==> src/include/icache_consts.svh <==
`ifndef ICACHE_CONSTS_SVH
`define ICACHE_CONSTS_SVH

//////////////////////////////////////////////////////////////////////
// cache geometry
//////////////////////////////////////////////////////////////////////

`define ICACHE_WAYS 4
`define ICACHE_SETS 128

// physical tag above set and line offset
`define ICACHE_TAG_W 20
`define ICACHE_SET_W 7

//////////////////////////////////////////////////////////////////////
// refill and reset
//////////////////////////////////////////////////////////////////////

// 32-bit words per line, one burst beat each
`define ICACHE_LINE_WORDS 8

// one set invalidated per cycle
`define ICACHE_SWEEP_CYCLES 128

`endif

==> src/rtl/icache_pkg.sv <==
`include "icache_consts.svh"

package icache_pkg;

    typedef logic [`ICACHE_TAG_W-1:0]         tag_t;
    typedef logic [`ICACHE_SET_W-1:0]         set_t;
    typedef logic                             half_t;
    typedef logic [31:0]                      word_t;
    typedef logic [`ICACHE_LINE_WORDS*16-1:0] half_line_t;
    typedef logic [`ICACHE_LINE_WORDS*32-1:0] line_t;
    typedef logic [`ICACHE_WAYS-1:0]          way_mask_t;

    // tree bits of one set
    typedef logic [`ICACHE_WAYS-2:0]          plru_t;

    typedef enum logic [2:0] {
        SWEEP,
        IDLE,
        RUN,
        MISS,
        REFILL,
        FINISH,
        RECOVER
    } cache_state_t;

    // request in flight through tag and data stages
    typedef struct packed {
        logic  valid;
        set_t  set;
        half_t half;
        tag_t  tag;
    } stage_t;

endpackage

==> src/rtl/icache_fsm.sv <==
`timescale 1ns/1ps
`include "icache_consts.svh"

module icache_fsm (
    input  logic                     clk,
    input  logic                     rst,
    input  logic                     miss,
    input  logic                     arready,
    input  logic                     r_last_beat,
    output icache_pkg::cache_state_t state,
    output logic                     sweep,
    output icache_pkg::set_t         sweep_set,
    output logic                     fill
);

    icache_pkg::cache_state_t next_state;
    icache_pkg::set_t         sweep_cnt;
    logic                     sweep_done;

    assign sweep_done = (sweep_cnt == icache_pkg::set_t'(`ICACHE_SWEEP_CYCLES - 1));

    always_comb begin
        next_state = state;
        case (state)
            icache_pkg::SWEEP: begin
                if (sweep_done) begin
                    next_state = icache_pkg::IDLE;
                end
            end
            icache_pkg::IDLE: begin
                next_state = icache_pkg::RUN;
            end
            icache_pkg::RUN: begin
                if (miss) begin
                    next_state = icache_pkg::MISS;
                end
            end
            icache_pkg::MISS: begin
                if (arready) begin
                    next_state = icache_pkg::REFILL;
                end
            end
            icache_pkg::REFILL: begin
                if (r_last_beat) begin
                    next_state = icache_pkg::FINISH;
                end
            end
            // answer and write, then re-read the stalled set
            icache_pkg::FINISH: begin
                next_state = icache_pkg::RECOVER;
            end
            icache_pkg::RECOVER: begin
                next_state = icache_pkg::IDLE;
            end
            default: begin
                next_state = icache_pkg::IDLE;
            end
        endcase
    end

    always_ff @(posedge clk) begin
        if (!rst) begin
            state <= icache_pkg::SWEEP;
        end else begin
            state <= next_state;
        end
    end

    // sweep index
    always_ff @(posedge clk) begin
        if (!rst) begin
            sweep_cnt <= '0;
        end else if (state == icache_pkg::SWEEP) begin
            sweep_cnt <= sweep_cnt + 1'b1;
        end
    end

    assign sweep     = (state == icache_pkg::SWEEP);
    assign sweep_set = sweep_cnt;
    assign fill      = (state == icache_pkg::FINISH);

endmodule

==> config.mk <==
export PLATFORM = sky130hd
export DESIGN_NAME = icache_fsm
export DESIGN_NICKNAME = d
export VERILOG_FILES = /design/src/rtl/icache_pkg.sv /design/src/rtl/icache_fsm.sv
export VERILOG_INCLUDE_DIRS = /design/src /design/src/include
export SDC_FILE = /design/constraint.sdc
export NUM_CORES = 1
export LEC_CHECK = 0
export BUFFER_PORTS_ARGS = -buffer_cell sky130_fd_sc_hd__buf_2
export CORE_MARGIN = 2
export CORE_UTILIZATION = 35
export CTS_CLUSTER_SIZE = 12
export DETAILED_ROUTE_END_ITERATION = 16
export HOLD_SLACK_MARGIN = 0.15
export PLACE_DENSITY_LB_ADDON = 0.08
export SLEW_MARGIN = 20
export SYNTH_ARGS = -nofsm -noshare
export SYNTH_HDL_FRONTEND = slang
export SYNTH_SLANG_ARGS = --single-unit
==> constraint.sdc <==
create_clock -name clk -period 1.8 [get_ports clk]
set_input_delay 0.18 -clock clk [delete_from_list [all_inputs] [get_ports clk]]
set_output_delay 0.18 -clock clk [all_outputs]
set_load 0.02 [all_outputs]
==> flow_summary_export.csv <==
group,metric,value,unit
run_status,status,"finished clean",
floorplanning,num_rows,14,
drt,wl_per_cell,11.7,µm
finish,mostFrequentLayoutCell,"buf_2",
min_path,holdPathStages,2,
floorplanning,die_w,44.0,µm
yosys,ys_seq_elements,10,
place,post-dp-hpwl,855,µm
clock_network,htree_levels,1,
clock_network,cts_setup_buffers,0,
clock_network,ctsRootBufferMaster,"clkbuf_4",
sta,min_period,1.57,ns
finish,register_area,200,µm²
yosys,yosysWarnings,0,
clock_network,clockBufferDepth,2,
sta,rsz0062_at_grt,"no",
drt,wl,1.17,mm
setup_path,path_max_fanout,7,
drt,drcViolationCount,0,
floorplanning,floorplan.initialDensity,37.1,%
clock_network,clk_pin_slew,0.07,ns
min_path,hold_start,"rst",
clock_network,cts_tree,"done",
flow_run,drv_cap,0,
clock_network,clkLatencyLatePin,0.27,ns
drt,vias,521,
sta,max_freq,637,MHz
grt,grt_use_total,14.8,%
setup_path,crit_chain,"inv_1, ha_1, a2111oi_0, o21ai_0, o22ai_1",
yosys,synth_ff_type,"dfxtp_1",
yosys,synth_nets,71,
setup_path,cp-start-kind,"flop",
clock_network,cts_sinks,10,
yosys,syn_area,559,µm²
power,power_density,673,nW/µm²
clock_network,cts_made_buffers,3,
setup_path,path_buf_inv,1,
drt,drt_iter0_markers,4,
setup_path,r2r_start,"state[1]",
setup_path,cp_top_family,"compound AO/OA/AOI/OAI gates",
place,gp_congestion,0.796,
setup_path,cp_slowest_stage_delay,0.39,ns
drt,vias_per_cell,5.21,
clock_network,ctsResizeCount,0,
yosys,synth_cells,64,
finish,syn2layout_area_growth,25.1,%
floorplanning,ios,17,
min_path,hp-class,"in -> reg",
sta,hold_violations,0,
place,dp_slack,0.255,ns
setup_path,cp.required,1.99,ns
floorplanning,coreArea,1510,µm²
sta,worst_slack,0.230,ns
sta,worstMarginPinSlew,0.363,ns
setup_path,arrival,1.76,ns
sta,fin_setup_tns,0,ns
setup_path,rr_endpoint,"state[2]",
setup_path,reg2regPathDepth,5,
place,io_buffers,16,
setup_path,reg2reg_slack,0.23,ns
sta,fin_crit_sh,87.2,%
finish,num_antenna_cells,0,
drt,ant_nets,0,
yosys,avgSynthCellArea,8.74,µm²
sta,setup_viol,0,
yosys,async_reset_ff_share,0,%
grt,antenna_found_initial,0,
clock_network,cts_hold_buf,0,
finish,mostFrequentLayoutCells,"buf_2, dfxtp_1, nand2_1, and2_1, xnor2_1",
setup_path,path_class,"reg -> reg",
floorplanning,dieArea,1930,µm²
min_path,worstHoldEndpoint,"sweep_set[1]",
grt,grt_pass1_wl,2.10,mm
setup_path,crit_cells,5,
power,cellLeakagePower,0.313,nW
setup_path,crit_slowest_cell,"ha_1",
finish,multi_input_area,340,µm²
sta,finClkSkew,0.00742,ns
finish,fillers,161,
finish,drive_above_1_share,28.6,%
drt,drt-pass1-iter-count,2,
sta,max_slew_margin,75.7,%
power,irDropWorstVdd,0.000339,V
setup_path,endpoint_kind,"flop",
grt,grt_start_max_net_pins,14,
grt,gr-total-overflow,0,
sta,maxSlewViolCount,0,
yosys,ys_seq_area_share,35.8,%
grt,grt_pass1_vias,482,
yosys,synth.distinct_cells,27,
finish,fin_nets,92,
yosys,synth_edf_count,0,
floorplanning,dieHeight,44.0,µm
[kinds of logic after synthesis]
group	share of synthesized area, %
XOR/XNOR	9.40
flip-flops	35.8
AO/OA/AOI/OAI	16.6
adder cells (fa/ha/maj)	4.47
AND/OR/NAND/NOR	26.8
buffers and inverters	3.36
multiplexers	3.58
[Yosys cell counts, types with 2 or more instances]
master | number | area share (%)
a21oi_1 | 3 | 2.7
mux2i_1 | 2 | 3.6
nor2_1 | 2 | 1.3
and2_1 | 6 | 6.7
o21ai_0 | 3 | 2.7
nand4_1 | 3 | 3.4
nand2_1 | 7 | 4.7
o22ai_1 | 2 | 2.2
xnor2_1 | 5 | 7.8
and3_1 | 3 | 3.4
ha_1 | 2 | 4.5
dfxtp_1 | 10 | 36
inv_1 | 2 | 1.3
[power by group]
part           leakage, nW  internal [mW]  switching [mW]
Sequential          0.0812          0.227         0.00637
Combinational        0.211         0.0157          0.0201
Clock               0.0210          0.123          0.0785
[worst max-delay path by stage]
| stage | startpoint | endpoint | slack (ns) |
|---|---|---|---|
| after floorplan | state[1] | state[2] | 0.02 |
| after global placement | state[1] | state[2] | 0.30 |
| after detailed placement | state[1] | state[2] | 0.26 |
| after CTS | state[1] | state[2] | 0.23 |
| after global routing | state[1] | state[2] | 0.12 |
| final | state[1] | state[2] | 0.23 |
[metrics by stage]
stage,util [%],std cells,area [µm²],hold slack [ns],total power [mW]
after floorplan,-,64,559,0.357,0.260
after global placement,44.0,96,663,0.537,0.274
after detailed placement,44.0,96,663,0.539,0.274
after CTS,46.4,100,699,0.247,0.480
after global routing,46.4,100,699,0.257,0.498
final,46.4,100,699,0.256,0.471
[layout make-up]
class                           count  share of cell area [%]
Clock buffer                        4                    5.19
Inverter                            2                    1.07
Multi-Input combinational cell     50                    48.7
Sequential cell                    10                    28.6
Tap cell                           16                    2.86
Timing Repair Buffer               18                    13.6
[metal layers]
| layer | track usage (%) | vias up | routed length, µm |
|---|---|---|---|
| met2 | 21.8 | 10 | 486 |
| met5 | 0 | - | 0 |
| met1 | 19.2 | 238 | 615 |
| met4 | 5.45 | 0 | 9 |
| li1 | - | 271 | - |
| met3 | 6.25 | 2 | 59 |
[flip-flops by register name, indices dropped and copies added, names as in the netlist]
signal,count
state,3
sweep_set,7
Power figures use the tool's default switching activity.
