==> config.mk <==
export PLATFORM = sky130hd
export DESIGN_NAME = icache_plru
export DESIGN_NICKNAME = d
export VERILOG_FILES = /design/src/rtl/icache_pkg.sv /design/src/rtl/icache_plru.sv
export VERILOG_INCLUDE_DIRS = /design/src /design/src/include
export SDC_FILE = /design/constraint.sdc
export NUM_CORES = 1
export LEC_CHECK = 0
export ABC_CLOCK_PERIOD_IN_PS = 5200
export BUFFER_PORTS_ARGS = -buffer_cell sky130_fd_sc_hd__buf_2
export CAP_MARGIN = 40
export CORE_MARGIN = 4
export CORE_UTILIZATION = 50
export CTS_BUF_LIST = sky130_fd_sc_hd__clkbuf_4 sky130_fd_sc_hd__clkbuf_8 sky130_fd_sc_hd__clkbuf_16
export CTS_CLUSTER_DIAMETER = 50
export DETAILED_ROUTE_END_ITERATION = 12
export GPL_ROUTABILITY_DRIVEN = 0
export GPL_TIMING_DRIVEN = 0
export PLACE_DENSITY = 0.65
export REMOVE_ABC_BUFFERS = 1
export SETUP_SLACK_MARGIN = 0.05
export SKIP_LAST_GASP = 1
export SLEW_MARGIN = 20
export SYNTH_ARGS = -nofsm -noshare
export SYNTH_HDL_FRONTEND = slang
export SYNTH_SLANG_ARGS = --single-unit
==> constraint.sdc <==
create_clock -name clk -period 5.2 [get_ports clk]
set_input_delay 1.04 -clock clk [delete_from_list [all_inputs] [get_ports clk]]
set_output_delay 1.04 -clock clk [all_outputs]
set_load 0.01 [all_outputs]
==> src/include/icache_consts.svh <==
`ifndef ICACHE_CONSTS_SVH
`define ICACHE_CONSTS_SVH

//////////////////////////////////////////////////////////////////////
// cache geometry
//////////////////////////////////////////////////////////////////////

`define ICACHE_WAYS 4
`define ICACHE_SETS 128

// physical tag above set and line offset
`define ICACHE_TAG_W 20
`define ICACHE_SET_W 7

//////////////////////////////////////////////////////////////////////
// refill and reset
//////////////////////////////////////////////////////////////////////

// 32-bit words per line, one burst beat each
`define ICACHE_LINE_WORDS 8

// one set invalidated per cycle
`define ICACHE_SWEEP_CYCLES 128

`endif

==> src/rtl/icache_pkg.sv <==
`include "icache_consts.svh"

package icache_pkg;

    typedef logic [`ICACHE_TAG_W-1:0]         tag_t;
    typedef logic [`ICACHE_SET_W-1:0]         set_t;
    typedef logic                             half_t;
    typedef logic [31:0]                      word_t;
    typedef logic [`ICACHE_LINE_WORDS*16-1:0] half_line_t;
    typedef logic [`ICACHE_LINE_WORDS*32-1:0] line_t;
    typedef logic [`ICACHE_WAYS-1:0]          way_mask_t;

    // tree bits of one set
    typedef logic [`ICACHE_WAYS-2:0]          plru_t;

    typedef enum logic [2:0] {
        SWEEP,
        IDLE,
        RUN,
        MISS,
        REFILL,
        FINISH,
        RECOVER
    } cache_state_t;

    // request in flight through tag and data stages
    typedef struct packed {
        logic  valid;
        set_t  set;
        half_t half;
        tag_t  tag;
    } stage_t;

endpackage

==> src/rtl/icache_plru.sv <==
`timescale 1ns/1ps
`include "icache_consts.svh"

module icache_plru (
    input  logic                     clk,
    input  logic                     rst,
    input  icache_pkg::cache_state_t state,
    input  logic                     miss,
    input  icache_pkg::set_t         miss_set,
    output icache_pkg::way_mask_t    victim
);

    icache_pkg::plru_t     tree [`ICACHE_SETS];
    icache_pkg::plru_t     cur;
    icache_pkg::way_mask_t pick;

    assign cur = tree[miss_set];

    // bit0 picks the pair, bit1 or bit2 the way inside it
    always_comb begin
        if (!cur[0]) begin
            pick = cur[1] ? 4'b0010 : 4'b0001;
        end else begin
            pick = cur[2] ? 4'b1000 : 4'b0100;
        end
    end

    always_ff @(posedge clk) begin
        if (!rst) begin
            victim <= '0;
        end else if ((state == icache_pkg::RUN) && miss) begin
            victim <= pick;
        end
    end

    // point the tree away from the way just filled
    always_ff @(posedge clk) begin
        if (!rst) begin
            for (int s = 0; s < `ICACHE_SETS; s++) begin
                tree[s] <= '0;
            end
        end else if (state == icache_pkg::MISS) begin
            case (victim)
                4'b0001: tree[miss_set] <= {cur[2], 1'b1, 1'b1};
                4'b0010: tree[miss_set] <= {cur[2], 1'b0, 1'b1};
                4'b0100: tree[miss_set] <= {1'b1, cur[1], 1'b0};
                4'b1000: tree[miss_set] <= {1'b0, cur[1], 1'b0};
                default: tree[miss_set] <= cur;
            endcase
        end
    end

endmodule

==> impl_metrics.toml <==
[yosys]
netlist.area_leader.share_pct = 59.65
yosys.area.top_type = "edfxtp_1"
synthArstFlopShare_pct = 0
netlist_instances = 1573
postSynthAreaPerCell_um2 = 12.29
yosys-top-cells-count = "edfxtp_1 (384), nor2_1 (192), nand2_1 (154), nor3_2 (95), o21ai_0 (94)"
synth-edff-count = 384
ys_ff_latch = 388
syn_area_um2 = 19330
synthDistinctLibCells = 63
yosysWarnings = 0
ys.flop_type = "edfxtp_1"
synthMostInstantiatedCell = "edfxtp_1"
ys_seq_area_share_pct = 60.07
yosys-top-cells-area = "edfxtp_1 (60%), nor3_2 (4.9%), mux4_2 (4.1%), nor2_1 (3.7%), a211oi_1 (3.1%)"

[final_layout]
fin_cells = 2070
layout-drive-gt1-share_pct = 20.59
final_util_pct = 57.30
diodes = 0
num-nets-final = 1535
area_growth_pct = 12.44

[setup_path]
required_ns = 5.63
crit_slowest_cell = "a21oi_2"
path_max_fanout = 37
cp-end-kind = "register"
cp_num_buf_inv = 4
path_delay_family = "compound AO/OA/AOI/OAI gates"
start_kind = "primary input"
criticalPathCategory = "in -> reg"
path_cells = "buf_4, buf_16, and2_2, nand2_2, buf_16, o211ai_1, a31oi_1, a221oi_4, o211ai_1, a21oi_2, buf_6, and3_1"
max_stage_delay_ns = 0.60
cp.arrival_ns = 5.52

[timing]
max_freq_mhz = 196.5
finalHoldViolCount = 0
setup_viol = 0
setup_ws_ns = 0.1122
worstMarginPinSlew_ns = 0.9561
fin_crit_ns = 5.088
grt_setup_unrepaired = "no"
finClkSkew_ns = 0.02597
fin_crit_sh_pct = 97.84
finalMaxSlewViolations = 0
slew_headroom_pct = 35.97

[pwr]
comb_power_share_pct = 10.8
power_density_nw_per_um2 = 347.8
seqPwrFrac_pct = 47.2
intPower_mw = 5.580
power_switching_mw = 1.979
ir_drop_mv = 0.2309
p_sw_share_pct = 26.18
clockPowerShare_pct = 42.0
cellLeakagePower_nw = 7.141

[die]
die_area_um2 = 41870
core_um2 = 37930
chipHeight_um = 204.6
placementRows = 71
die_w_um = 204.6
io_pins = 17
initial_core_util_pct = 50.96

[min_path]
min_path_type = "reg -> reg"

[drt]
drcViolationCount = 0
drt_pass1_iterations = 6
wl_per_cell_um = 29.90
vias = 14420
drt-initial-drc-count = 1968
antenna_left = 0
avgViaCountPerCell = 6.965
wl_mm = 61.90

[global_route]
overflow = 0
grt_usage_pct = 29.40
grt_max_degree = 95
antenna_found_initial = 0
grt_pass1_vias = 14170
grt_pass1_wl_mm = 91.75

[clock_network]
insertion_delay_ns = 0.58
cts.path.max_buffers = 3
cts_hold_buf = 0
cts-root-buf = "clkbuf_16"
cts_buffers = 46
cts_tree = "built"
cts_resized = 0
clkTransAtPathRegs_ns = 0.06
clock-sinks = 388
cts.htree.levels = 2
cts_setup_buffers = 0

[placement]
place_hpwl_mm = 39.22
io_buffers = 16
dp.cells = 1983
dp_slack_ns = -0.2688

[run_status]
status = "finished, final reports clean"

[job]
maxCapViolCount = 0
==> stage by stage <==
| stage | TNS (ns) | hold slack [ns] | power [mW] | instance area [um^2] |
|---|---|---|---|---|
| 2_1_floorplan | -308.19 | 0.5132 | 3.994 | 18470 |
| 3_3_place_gp | -3525.66 | 0.4904 | 4.326 | 19190 |
| 3_5_place_dp | -26.79 | 0.5609 | 4.419 | 20210 |
| 4_1_cts | 0 | 0.5690 | 7.551 | 21700 |
| 5_1_grt | 0 | 0.6117 | 7.744 | 21730 |
| 6_report | 0 | 0.5602 | 7.559 | 21730 |
==> placed cells by master, fill, tap and decap left out, drive strengths merged, types with 51 or more instances in the layout <==
| cell | instances |
|---|---|
| buf | 66 |
| a21oi | 56 |
| a211oi | 80 |
| nor3 | 117 |
| clkbuf | 51 |
| nor2 | 193 |
| nand2 | 154 |
| edfxtp | 384 |
| o21ai | 97 |
| a221oi | 60 |
==> final cells by class <==
class,count,area (um^2)
fill,3010,16200
sequential,388,11610
multi-input combinational,1011,6919
clock buffer,51,1206
timing repair buffer,66,1046
tap,511,639.4
clock inverter,34,279.0
inverter,9,33.78
==> power by group through the flow <==
stage / Sequential (mW) / Combinational [mW] / Clock (mW)
floorplan: 3.61 / 0.383 / 0
global placement: 3.63 / 0.698 / 0
detailed placement: 3.63 / 0.789 / 0
CTS: 3.57 / 0.791 / 3.19
global route: 3.57 / 0.843 / 3.33
finish: 3.57 / 0.816 / 3.18
==> kinds of logic (layout without fill, tap and decap cells) <==
logic type | Yosys count | count (layout) | synth area share [%]
compound gates | 371 | 371 | 13.17
simple gates | 548 | 548 | 14.98
mux | 92 | 92 | 7.140
flops | 388 | 388 | 60.07
buf+inv | 174 | 160 | 4.635
==> flip-flops by register name (all words and copies together), names as in the netlist <==
name / flops
tree: 384
victim: 4
==> worst reg2reg max path, cell delays in order (launching register included) <==
cell and delay (ns):
edfxtp_1 0.38, mux4_2 0.52, mux2i_1 0.23, a31oi_1 0.19, a32oi_1 0.39, nand3_2 0.17, a21oi_1 0.18, or3_4 0.66
buf_16 0.35, nor3_1 0.16
==> path summary, 6_finish.rpt <==
kind | slack, ns | cells past startpoint | endpoint | start
worst min-delay path | 0.56 | 2 | victim[0]$_SDFFE_PN0P_ | victim[0]$_SDFFE_PN0P_
worst max register to register | 1.70 | 9 | tree[15][0]$_SDFFCE_PN0P_ | tree[60][0]$_SDFFCE_PN0P_
worst min register to register | 0.56 | 2 | victim[0]$_SDFFE_PN0P_ | victim[0]$_SDFFE_PN0P_
worst max-delay path | 0.11 | 12 | tree[95][2]$_SDFFCE_PN0P_ | miss_set[0]
==> per-layer routing <==
layer / vias up / global-route usage [%] / wire, um
met3: 256 / 8.564 / 8370
met4: 0 / 14.02 / 3474
li1: 5953 / - / -
met1: 7044 / 40.01 / 22690
met5: - / 0 / 0
met2: 1164 / 43.69 / 27360
Note: power is estimated with default switching activity, not from simulation.
