[src/include/icache_consts.svh]
`ifndef ICACHE_CONSTS_SVH
`define ICACHE_CONSTS_SVH

//////////////////////////////////////////////////////////////////////
// cache geometry
//////////////////////////////////////////////////////////////////////

`define ICACHE_WAYS 4
`define ICACHE_SETS 128

// physical tag above set and line offset
`define ICACHE_TAG_W 20
`define ICACHE_SET_W 7

//////////////////////////////////////////////////////////////////////
// refill and reset
//////////////////////////////////////////////////////////////////////

// 32-bit words per line, one burst beat each
`define ICACHE_LINE_WORDS 8

// one set invalidated per cycle
`define ICACHE_SWEEP_CYCLES 128

`endif

[src/rtl/icache_pkg.sv]
`include "icache_consts.svh"

package icache_pkg;

    typedef logic [`ICACHE_TAG_W-1:0]         tag_t;
    typedef logic [`ICACHE_SET_W-1:0]         set_t;
    typedef logic                             half_t;
    typedef logic [31:0]                      word_t;
    typedef logic [`ICACHE_LINE_WORDS*16-1:0] half_line_t;
    typedef logic [`ICACHE_LINE_WORDS*32-1:0] line_t;
    typedef logic [`ICACHE_WAYS-1:0]          way_mask_t;

    // tree bits of one set
    typedef logic [`ICACHE_WAYS-2:0]          plru_t;

    typedef enum logic [2:0] {
        SWEEP,
        IDLE,
        RUN,
        MISS,
        REFILL,
        FINISH,
        RECOVER
    } cache_state_t;

    // request in flight through tag and data stages
    typedef struct packed {
        logic  valid;
        set_t  set;
        half_t half;
        tag_t  tag;
    } stage_t;

endpackage

[src/rtl/axi_rd_pkg.sv]
package axi_rd_pkg;

    // read address, always aligned to a half-line
    typedef struct packed {
        icache_pkg::tag_t  tag;
        icache_pkg::set_t  set;
        icache_pkg::half_t half;
        logic [3:0]        offset;
    } ar_req_t;

    // one beat of the wrapping burst
    typedef struct packed {
        icache_pkg::word_t data;
        logic              last;
    } r_beat_t;

endpackage

[src/rtl/icache_refill_buffer.sv]
`timescale 1ns/1ps
`include "icache_consts.svh"

module icache_refill_buffer (
    input  logic                     clk,
    input  logic                     rst,
    input  icache_pkg::cache_state_t state,
    input  icache_pkg::stage_t       miss_req,
    input  axi_rd_pkg::r_beat_t      r,
    input  logic                     rvalid,
    output icache_pkg::line_t        line,
    output icache_pkg::half_line_t   fill_half
);

    localparam int CNT_W  = $clog2(`ICACHE_LINE_WORDS);
    localparam int WORD_W = $bits(icache_pkg::word_t);
    localparam int HALF_W = $bits(icache_pkg::half_line_t);

    logic [CNT_W-1:0]  beat_cnt;
    logic              beat;
    icache_pkg::word_t words [`ICACHE_LINE_WORDS];

    assign beat = rvalid && (state == icache_pkg::REFILL);

    // burst wraps from the first word of the requested half
    always_ff @(posedge clk) begin
        if (!rst) begin
            beat_cnt <= '0;
        end else if (state == icache_pkg::MISS) begin
            beat_cnt <= {miss_req.half, {(CNT_W - 1){1'b0}}};
        end else if (beat) begin
            beat_cnt <= beat_cnt + 1'b1;
        end
    end

    always_ff @(posedge clk) begin
        if (beat) begin
            words[beat_cnt] <= r.data;
        end
    end

    always_comb begin
        for (int i = 0; i < `ICACHE_LINE_WORDS; i++) begin
            line[i*WORD_W +: WORD_W] = words[i];
        end
    end

    assign fill_half = miss_req.half ? line[HALF_W +: HALF_W] : line[0 +: HALF_W];

endmodule

[config.mk]
export PLATFORM = sky130hd
export DESIGN_NAME = icache_refill_buffer
export DESIGN_NICKNAME = d
export VERILOG_FILES = /design/src/rtl/icache_pkg.sv /design/src/rtl/axi_rd_pkg.sv /design/src/rtl/icache_refill_buffer.sv
export VERILOG_INCLUDE_DIRS = /design/src /design/src/include
export SDC_FILE = /design/constraint.sdc
export NUM_CORES = 1
export LEC_CHECK = 0
export BUFFER_PORTS_ARGS = -buffer_cell sky130_fd_sc_hd__clkbuf_2
export CAP_MARGIN = 20
export CORE_AREA = 2 2 176 178
export CTS_BUF_LIST = sky130_fd_sc_hd__clkbuf_4 sky130_fd_sc_hd__clkbuf_8
export DETAILED_ROUTE_END_ITERATION = 8
export DIE_AREA = 0 0 178 180
export SYNTH_ARGS = -nofsm -noshare
export SYNTH_HDL_FRONTEND = slang
export SYNTH_SLANG_ARGS = --single-unit
export TNS_END_PERCENT = 50
[constraint.sdc]
create_clock -name clk -period 8.2 [get_ports clk]
set_clock_uncertainty 0.05 [all_clocks]
set_input_delay 1.64 -clock clk [delete_from_list [all_inputs] [get_ports clk]]
set_output_delay 1.64 -clock clk [all_outputs]
set_load 0.01 [all_outputs]
==> results of run 1 <==
-- power breakdown --
part	leakage (nW)	switching, mW	internal [mW]
logic	2.39	0.0598	0.0456
registers	2.33	0.00237	1.46
clock network	0.378	0.446	0.538
-- critical path, stage by stage --
cell and delay [ps]:
buf_4 550, buf_12 380, mux2_2 400, clkbuf_2 150
-- metrics by stage --
stage | hold WS, ps | instance area [um^2] | instances
6_report | 464 | 12800 | 1304
3_3_place_gp | 437 | 12100 | 1243
2_1_floorplan | 423 | 9430 | 428
5_1_grt | 503 | 12800 | 1304
4_1_cts | 470 | 12800 | 1304
3_5_place_dp | 460 | 12100 | 1243
-- worst paths after layout --
path | cells past startpoint | start | slack [ps] | end
min reg2reg | 2 | beat_cnt[0] | 460 | beat_cnt[0]
max reg2reg | 3 | beat_cnt[0] | 6130 | words[6][16]
max | 4 | miss_req[20] | 3190 | fill_half[124]
min | 2 | beat_cnt[0] | 460 | beat_cnt[0]
-- registers in the layout, summed over array words and instances, names as in the netlist --
signal	cells
beat_cnt	3
words	256
-- layout by cell type, fill, tap and decap left out, types with 2 or more instances in the layout --
cell type,synthesis,layout
clkbuf_2,0,421
edfxtp_1,256,256
mux2_2,128,128
clkbuf_8,0,44
clkbuf_4,0,12
buf_4,0,11
nor2_4,0,6
clkinv_1,0,4
nand2_1,3,3
nand2b_1,3,3
dfxtp_1,3,3
inv_1,2,2
nor3_2,0,2
nand3_1,2,2
-- routing by layer --
metal	track usage, %	vias up
li1	-	2633
met3	3.15	29
met2	27.6	292
met5	0	-
met4	3.48	0
met1	18.4	2960
-- area by class of cell --
class | instances | area [um^2]
fillers | 2752 | 17400
flip-flops and latches | 259 | 7750
repair buffers | 433 | 2210
multi-input cells | 153 | 1660
clock buffers | 56 | 696
well taps | 396 | 495
clock inverters | 5 | 22.5
inverters | 2 | 7.51
-- cells by family after synthesis --
family	synth area share [%]
AOI/OAI and AO/OA	0.305
buffers and inverters	0.823
and+or+nand+nor	1.14
DFF	82.2
adders and majority gates	0.133
muxes	15.4
==> impl_metrics.env, run 1 <==
export IMPL_synth_common_cells="edfxtp_1, mux2_2, buf_2, nor2_1"
export IMPL_ant_nets=0
export IMPL_met1_length_mm=10.4
export IMPL_clock_fmax_ghz=0.200
export IMPL_die_x_um=178
export IMPL_routed_wl_mm=26.0
export IMPL_grt_pass1_wl_mm=36.1
export IMPL_synth_edf_count=256
export IMPL_clk_path_buf_depth=3
export IMPL_cts_root_buffer_cell="clkbuf_8"
export IMPL_drive_above_1_share_pct=69.1
export IMPL_max_slew_margin_pct=48.8
export IMPL_viasPerCell=4.54
export IMPL_dpl_hpwl_mm=17.9
export IMPL_slew_viol_final=0
export IMPL_drv_cap=0
export IMPL_crit_type="input pin to primary output"
export IMPL_ys_ff_latch=259
export IMPL_power_leakage_nw=5.09
export IMPL_synth_area_leader_cell="edfxtp_1"
export IMPL_wl_met2_mm=13.4
export IMPL_avgSynthCellArea_um2=22.0
export IMPL_timing_final_ws_setup_ps=3190
export IMPL_cts_tree="done"
export IMPL_firstDrtPassIters=4
export IMPL_grt_setup_unrepaired="false"
export IMPL_synth_ff_type="edfxtp_1"
export IMPL_clk_pin_slew_worst_paths_ps=60
export IMPL_rows=64
export IMPL_grt_ovfl_total=0
export IMPL_cp_required_ps=6510
export IMPL_cp_end_kind="primary output"
export IMPL_post_cts_resized=0
export IMPL_ys_warnings_count=0
export IMPL_clk_latency_ps=500
export IMPL_timing_setup_tns_ps=0
export IMPL_cts_hold_buf=0
export IMPL_place_congestion=0.740
export IMPL_period_share_pct=61.1
export IMPL_synth_most_common_cell="edfxtp_1"
export IMPL_status="completed"
export IMPL_antenna_cells=0
export IMPL_synth_top_cell_area_share_pct=81.6
export IMPL_dr_max_layer_used="met4"
export IMPL_layout_nets=958
export IMPL_grt_pass1_vias=5655
export IMPL_power_density_nw_per_um2=199
export IMPL_synth_fp_nets=497
export IMPL_numCtsBuffers=40
export IMPL_io_buffers=422
export IMPL_peakVddDrop_uv=107
export IMPL_cts_sinks=259
export IMPL_utilization_pct=42.5
export IMPL_post_cts_buffers=0
export IMPL_netlist_instances=428
export IMPL_core_um2=30200
export IMPL_cp_max_fo=72
export IMPL_grt_max_degree=73
export IMPL_cp_start_kind="input pin"
export IMPL_synth_area_um2=9430
export IMPL_route_detailed_drc=0
export IMPL_worstHoldPathType="flop to flop"
export IMPL_setup_viol=0
export IMPL_hold_violations=0
export IMPL_synth_area_top_cells="edfxtp_1, mux2_2, buf_2"
export IMPL_place_ws_ps=3210
export IMPL_io_pins=452
export IMPL_fin_crit_ps=5010
export IMPL_htreeDepth=2
export IMPL_antenna_found_initial=0
export IMPL_worstPathArrival_ps=3320
export IMPL_first_iter_violations=270
export IMPL_synthArstFlopShare_pct=0
export IMPL_fp_dieArea_um2=32000
export IMPL_seq_area_frac_synth_pct=82.2
export IMPL_area_growth_pct=36.2
export IMPL_start_util_pct=31.2
export IMPL_track_usage_pct=15.2
export IMPL_routed_wl_met3_mm=1.83
export IMPL_ys_types=18
export IMPL_total_power_mw=2.55
export IMPL_detailroute_via_count=5914
export IMPL_tightest_slew_ps=768
export IMPL_die_y_um=180
export IMPL_wl_per_cell_um=20.0
No activity file was read; power rests on OpenSTA's default activity.
==> inputs of run 2 (changes only) <==
Clock period 8.2 ns to 5 ns, I/O delays scaled along.
==> impl_metrics.env, run 2 (same netlist as run 1, synthesis figures left out) <==
export IMPL_crit_chain="buf_4, buf_12, mux2_2, clkbuf_2"
export IMPL_grt_max_degree=130
export IMPL_first_iter_violations=304
export IMPL_numCtsBuffers=40
export IMPL_rows=64
export IMPL_largestRegisters="words x256, beat_cnt x3"
export IMPL_cp_start_kind="input pin"
export IMPL_post_cts_resized=0
export IMPL_clk_latency_ps=510
export IMPL_grt_pass1_wl_mm=35.5
export IMPL_cp_max_fo=129
export IMPL_whs_ps=462
export IMPL_max_slew_margin_pct=51.2
export IMPL_cp_end_kind="primary output"
export IMPL_post_cts_buffers=0
export IMPL_ant_nets=0
export IMPL_cts_root_buffer_cell="clkbuf_8"
export IMPL_timing_setup_tns_ps=0
export IMPL_cp_required_ps=3950
export IMPL_cts_sinks=259
export IMPL_startpoint="miss_req[20]"
export IMPL_io_pins=452
export IMPL_antenna_cells=0
export IMPL_hold_violations=0
export IMPL_grt_pass1_vias=5651
export IMPL_regMostFlops="words"
export IMPL_cp_slowest_cell="buf_12"
export IMPL_start_util_pct=31.2
export IMPL_grt_setup_unrepaired="false"
export IMPL_peakVddDrop_uv=153
export IMPL_firstDrtPassIters=4
export IMPL_clk_path_buf_depth=3
export IMPL_worstPathArrival_ps=2280
export IMPL_area_growth_pct=36.5
export IMPL_layout_commonest_cell="clkbuf_2"
export IMPL_place_congestion=0.757
export IMPL_wl_per_cell_um=19.4
export IMPL_hp_start="beat_cnt[0]"
export IMPL_setup_viol=0
export IMPL_detailroute_via_count=5877
export IMPL_viasPerCell=4.48
export IMPL_period_share_pct=66.7
export IMPL_track_usage_pct=14.9
export IMPL_crit_type="input pin to primary output"
export IMPL_power_leakage_nw=5.11
export IMPL_slowest_delay_ps=490
export IMPL_total_power_mw=4.22
export IMPL_dpl_hpwl_mm=17.7
export IMPL_io_buffers=422
export IMPL_status="completed"
export IMPL_slew_viol_final=0
export IMPL_final_cell_mix="clkbuf_2, edfxtp_1, mux2_2"
export IMPL_layout_nets=958
export IMPL_cts_hold_buf=0
export IMPL_drv_cap=0
export IMPL_tightest_slew_ps=730
export IMPL_rrSetupSlack_ps=2900
export IMPL_finalInstanceArea_um2=12900
export IMPL_largest_reg_flops=256
export IMPL_grt_ovfl_total=0
export IMPL_worstHoldPathType="flop to flop"
export IMPL_clock_fmax_ghz=0.300
export IMPL_drive_above_1_share_pct=68.7
export IMPL_regToRegStartpoint="beat_cnt[0]"
export IMPL_fin_crit_ps=3330
export IMPL_fp_dieArea_um2=32000
export IMPL_die_y_um=180
export IMPL_antenna_found_initial=0
export IMPL_route_detailed_drc=0
export IMPL_clk_pin_slew_worst_paths_ps=60
export IMPL_power_density_nw_per_um2=328
export IMPL_routed_wl_mm=25.5
export IMPL_htreeDepth=2
export IMPL_core_um2=30200
export IMPL_die_x_um=178
export IMPL_dpl_cell_area_um2=12100
export IMPL_cts_tree="done"
## run 2: changes by cell type in the layout (fill, tap and decap cells not counted)
cell      previous run  this run
clkinv_4             0         1
clkbuf_4            12        10
clkinv_2             0         3
clkinv_1             4        10
## run 2: worst paths after layout
| path | endpoint | depth (start not counted) |
|---|---|---|
| setup / recovery | fill_half[81] | 4 |
| setup reg to reg | words[2][2] | 3 |
| hold / removal | beat_cnt[0] | 2 |
| hold reg to reg | beat_cnt[0] | 2 |
## run 2: through the flow
step / instances / utilization, % / setup WS (ps)
after floorplan: 428 / - / 715
after global placement: 1243 / 40.1 / 1680
after detailed placement: 1243 / 40.1 / 1610
after CTS: 1312 / 42.6 / 1680
after global routing: 1312 / 42.6 / 1640
final: 1312 / 42.6 / 1670
## run 2: layout make-up
type                       instances  area, um^2
fill                            2772       17300
sequential                       259        7750
timing repair buffer             433        2210
multi-input combinational        153        1660
clock buffer                      54         681
tap                              396         495
clock inverter                    15        68.8
inverter                           2        7.51
## run 2: per-layer routing
layer	global-route usage (%)	vias to the layer above	part of all wire (%)
li1	-	2645	-
met1	17.7	2905	40
met2	26.9	298	52
met3	3.47	29	7.0
met4	3.93	0	1.5
met5	0	-	0
## run 2: power by group
| group | switching [mW] | leakage (nW) | internal [mW] | total, mW |
|---|---|---|---|---|
| Clock | 0.767 | 0.394 | 0.882 | 1.65 |
| Sequential | 0.00380 | 2.33 | 2.39 | 2.40 |
| Combinational | 0.0971 | 2.39 | 0.0750 | 0.172 |
| Total | 0.868 | 5.11 | 3.35 | 4.22 |
## run 2: critical path: cells and delay by family
kind	cells	cell delay, ps
mux	1	440
buf+inv	3	710
==> inputs of run 3 (changes only) <==
Clock period 5 ns to 3.45 ns, I/O delays scaled along.
==> impl_metrics.env, run 3 (same netlist as run 1, synthesis figures left out) <==
export IMPL_cp_start_kind="input pin"
export IMPL_clk_latency_ps=500
export IMPL_whs_ps=378
export IMPL_htreeDepth=2
export IMPL_route_detailed_drc=0
export IMPL_slowest_delay_ps=400
export IMPL_layout_nets=962
export IMPL_crit_chain="buf_4, buf_12, mux2_2, clkbuf_2"
export IMPL_rows=64
export IMPL_drv_cap=0
export IMPL_drive_above_1_share_pct=68.8
export IMPL_finalInstanceArea_um2=12900
export IMPL_status="completed"
export IMPL_die_x_um=178
export IMPL_worstPathArrival_ps=1710
export IMPL_cp_slowest_cell="mux2_2"
export IMPL_first_iter_violations=292
export IMPL_grt_setup_unrepaired="false"
export IMPL_cp_end_kind="primary output"
export IMPL_cp_required_ps=2710
export IMPL_place_ws_ps=789
export IMPL_grt_pass1_vias=5635
export IMPL_cp_max_fo=69
export IMPL_cts_root_buffer_cell="clkbuf_8"
export IMPL_dp_cells=1248
export IMPL_cts_tree="done"
export IMPL_slew_viol_final=0
export IMPL_wl_per_cell_um=19.2
export IMPL_dpl_hpwl_mm=17.5
export IMPL_routed_wl_mm=25.3
export IMPL_crit_type="input pin to primary output"
export IMPL_setup_viol=0
export IMPL_dr_max_layer_used="met4"
export IMPL_tightest_slew_ps=562
export IMPL_detailroute_via_count=5906
export IMPL_post_cts_resized=0
export IMPL_grt_ovfl_total=0
export IMPL_clk_pin_slew_worst_paths_ps=60
export IMPL_final_cell_mix="clkbuf_2, edfxtp_1, mux2_2"
export IMPL_clock_fmax_ghz=0.408
export IMPL_antenna_found_initial=0
export IMPL_cts_hold_buf=0
export IMPL_cts_sinks=259
export IMPL_clk_path_buf_depth=3
export IMPL_worstHoldPathType="input pin to flop"
export IMPL_grt_pass1_wl_mm=35.0
export IMPL_io_buffers=422
export IMPL_period_share_pct=71.0
export IMPL_power_leakage_nw=5.14
export IMPL_hold_violations=0
export IMPL_largest_reg_flops=256
export IMPL_met1_length_mm=10.1
export IMPL_max_slew_margin_pct=62.5
export IMPL_ant_nets=0
export IMPL_core_um2=30200
export IMPL_finalNonFillerCells=1315
export IMPL_fin_crit_ps=2450
export IMPL_numCtsBuffers=39
export IMPL_post_cts_buffers=0
export IMPL_r2r_cells=3
export IMPL_io_pins=452
export IMPL_largestRegisters="words x256, beat_cnt x3"
export IMPL_wl_met2_mm=12.9
export IMPL_track_usage_pct=14.7
export IMPL_filler_cell_count=2687
export IMPL_total_power_mw=6.15
export IMPL_start_util_pct=31.2
export IMPL_peakVddDrop_uv=208
export IMPL_grt_max_degree=70
export IMPL_viasPerCell=4.49
export IMPL_layout_commonest_cell="clkbuf_2"
export IMPL_hold_path_depth=3
export IMPL_place_congestion=0.722
export IMPL_antenna_cells=0
export IMPL_fp_dieArea_um2=32000
export IMPL_firstDrtPassIters=4
export IMPL_area_growth_pct=37.2
export IMPL_dpl_cell_area_um2=12200
export IMPL_routed_wl_met3_mm=1.80
export IMPL_die_y_um=180
export IMPL_regMostFlops="words"
export IMPL_power_density_nw_per_um2=475
export IMPL_timing_final_ws_setup_ps=1000
==> run 3: final timing paths <==
| kind | start | to | slack (ps) |
|---|---|---|---|
| max | miss_req[20] | fill_half[52] | 1000 |
| min reg2reg | beat_cnt[0] | beat_cnt[0] | 460 |
| max reg2reg | beat_cnt[1] | words[3][29] | 1740 |
| min | rst | beat_cnt[2] | 380 |
==> run 3: per-stage QoR <==
stage	util, %	TNS, ps
after floorplan	-	-16210
after global placement	40.4	0
after detailed placement	40.4	0
after CTS	42.8	0
after global routing	42.8	0
final	42.8	0
==> run 3: area by class of cell <==
cell class / count / area (um^2) / share of cell area, %
Clock buffer: 52 / 659 / 5.10
Clock inverter: 15 / 87.6 / 0.677
Inverter: 2 / 7.51 / 0.0581
Multi-Input combinational cell: 153 / 1660 / 12.8
Sequential cell: 259 / 7750 / 59.9
Tap cell: 396 / 495 / 3.83
Timing Repair Buffer: 438 / 2270 / 17.6
==> run 3: worst max-delay path: cells and delay by family <==
| family | cells | cell delay (ps) |
|---|---|---|
| buffers and inverters | 3 | 530 |
| muxes | 1 | 400 |
==> run 3: power by group <==
| group | total [mW] | switching (mW) | internal [mW] |
|---|---|---|---|
| Sequential | 3.47 | 0.00622 | 3.47 |
| Combinational | 0.251 | 0.140 | 0.111 |
| Clock | 2.42 | 1.11 | 1.31 |
==> run 3: per-layer routing <==
layer,vias to the layer above,global-route usage (%)
li1,2646,-
met1,2906,17.5
met2,313,26.3
met3,41,3.17
met4,0,4.43
met5,-,0
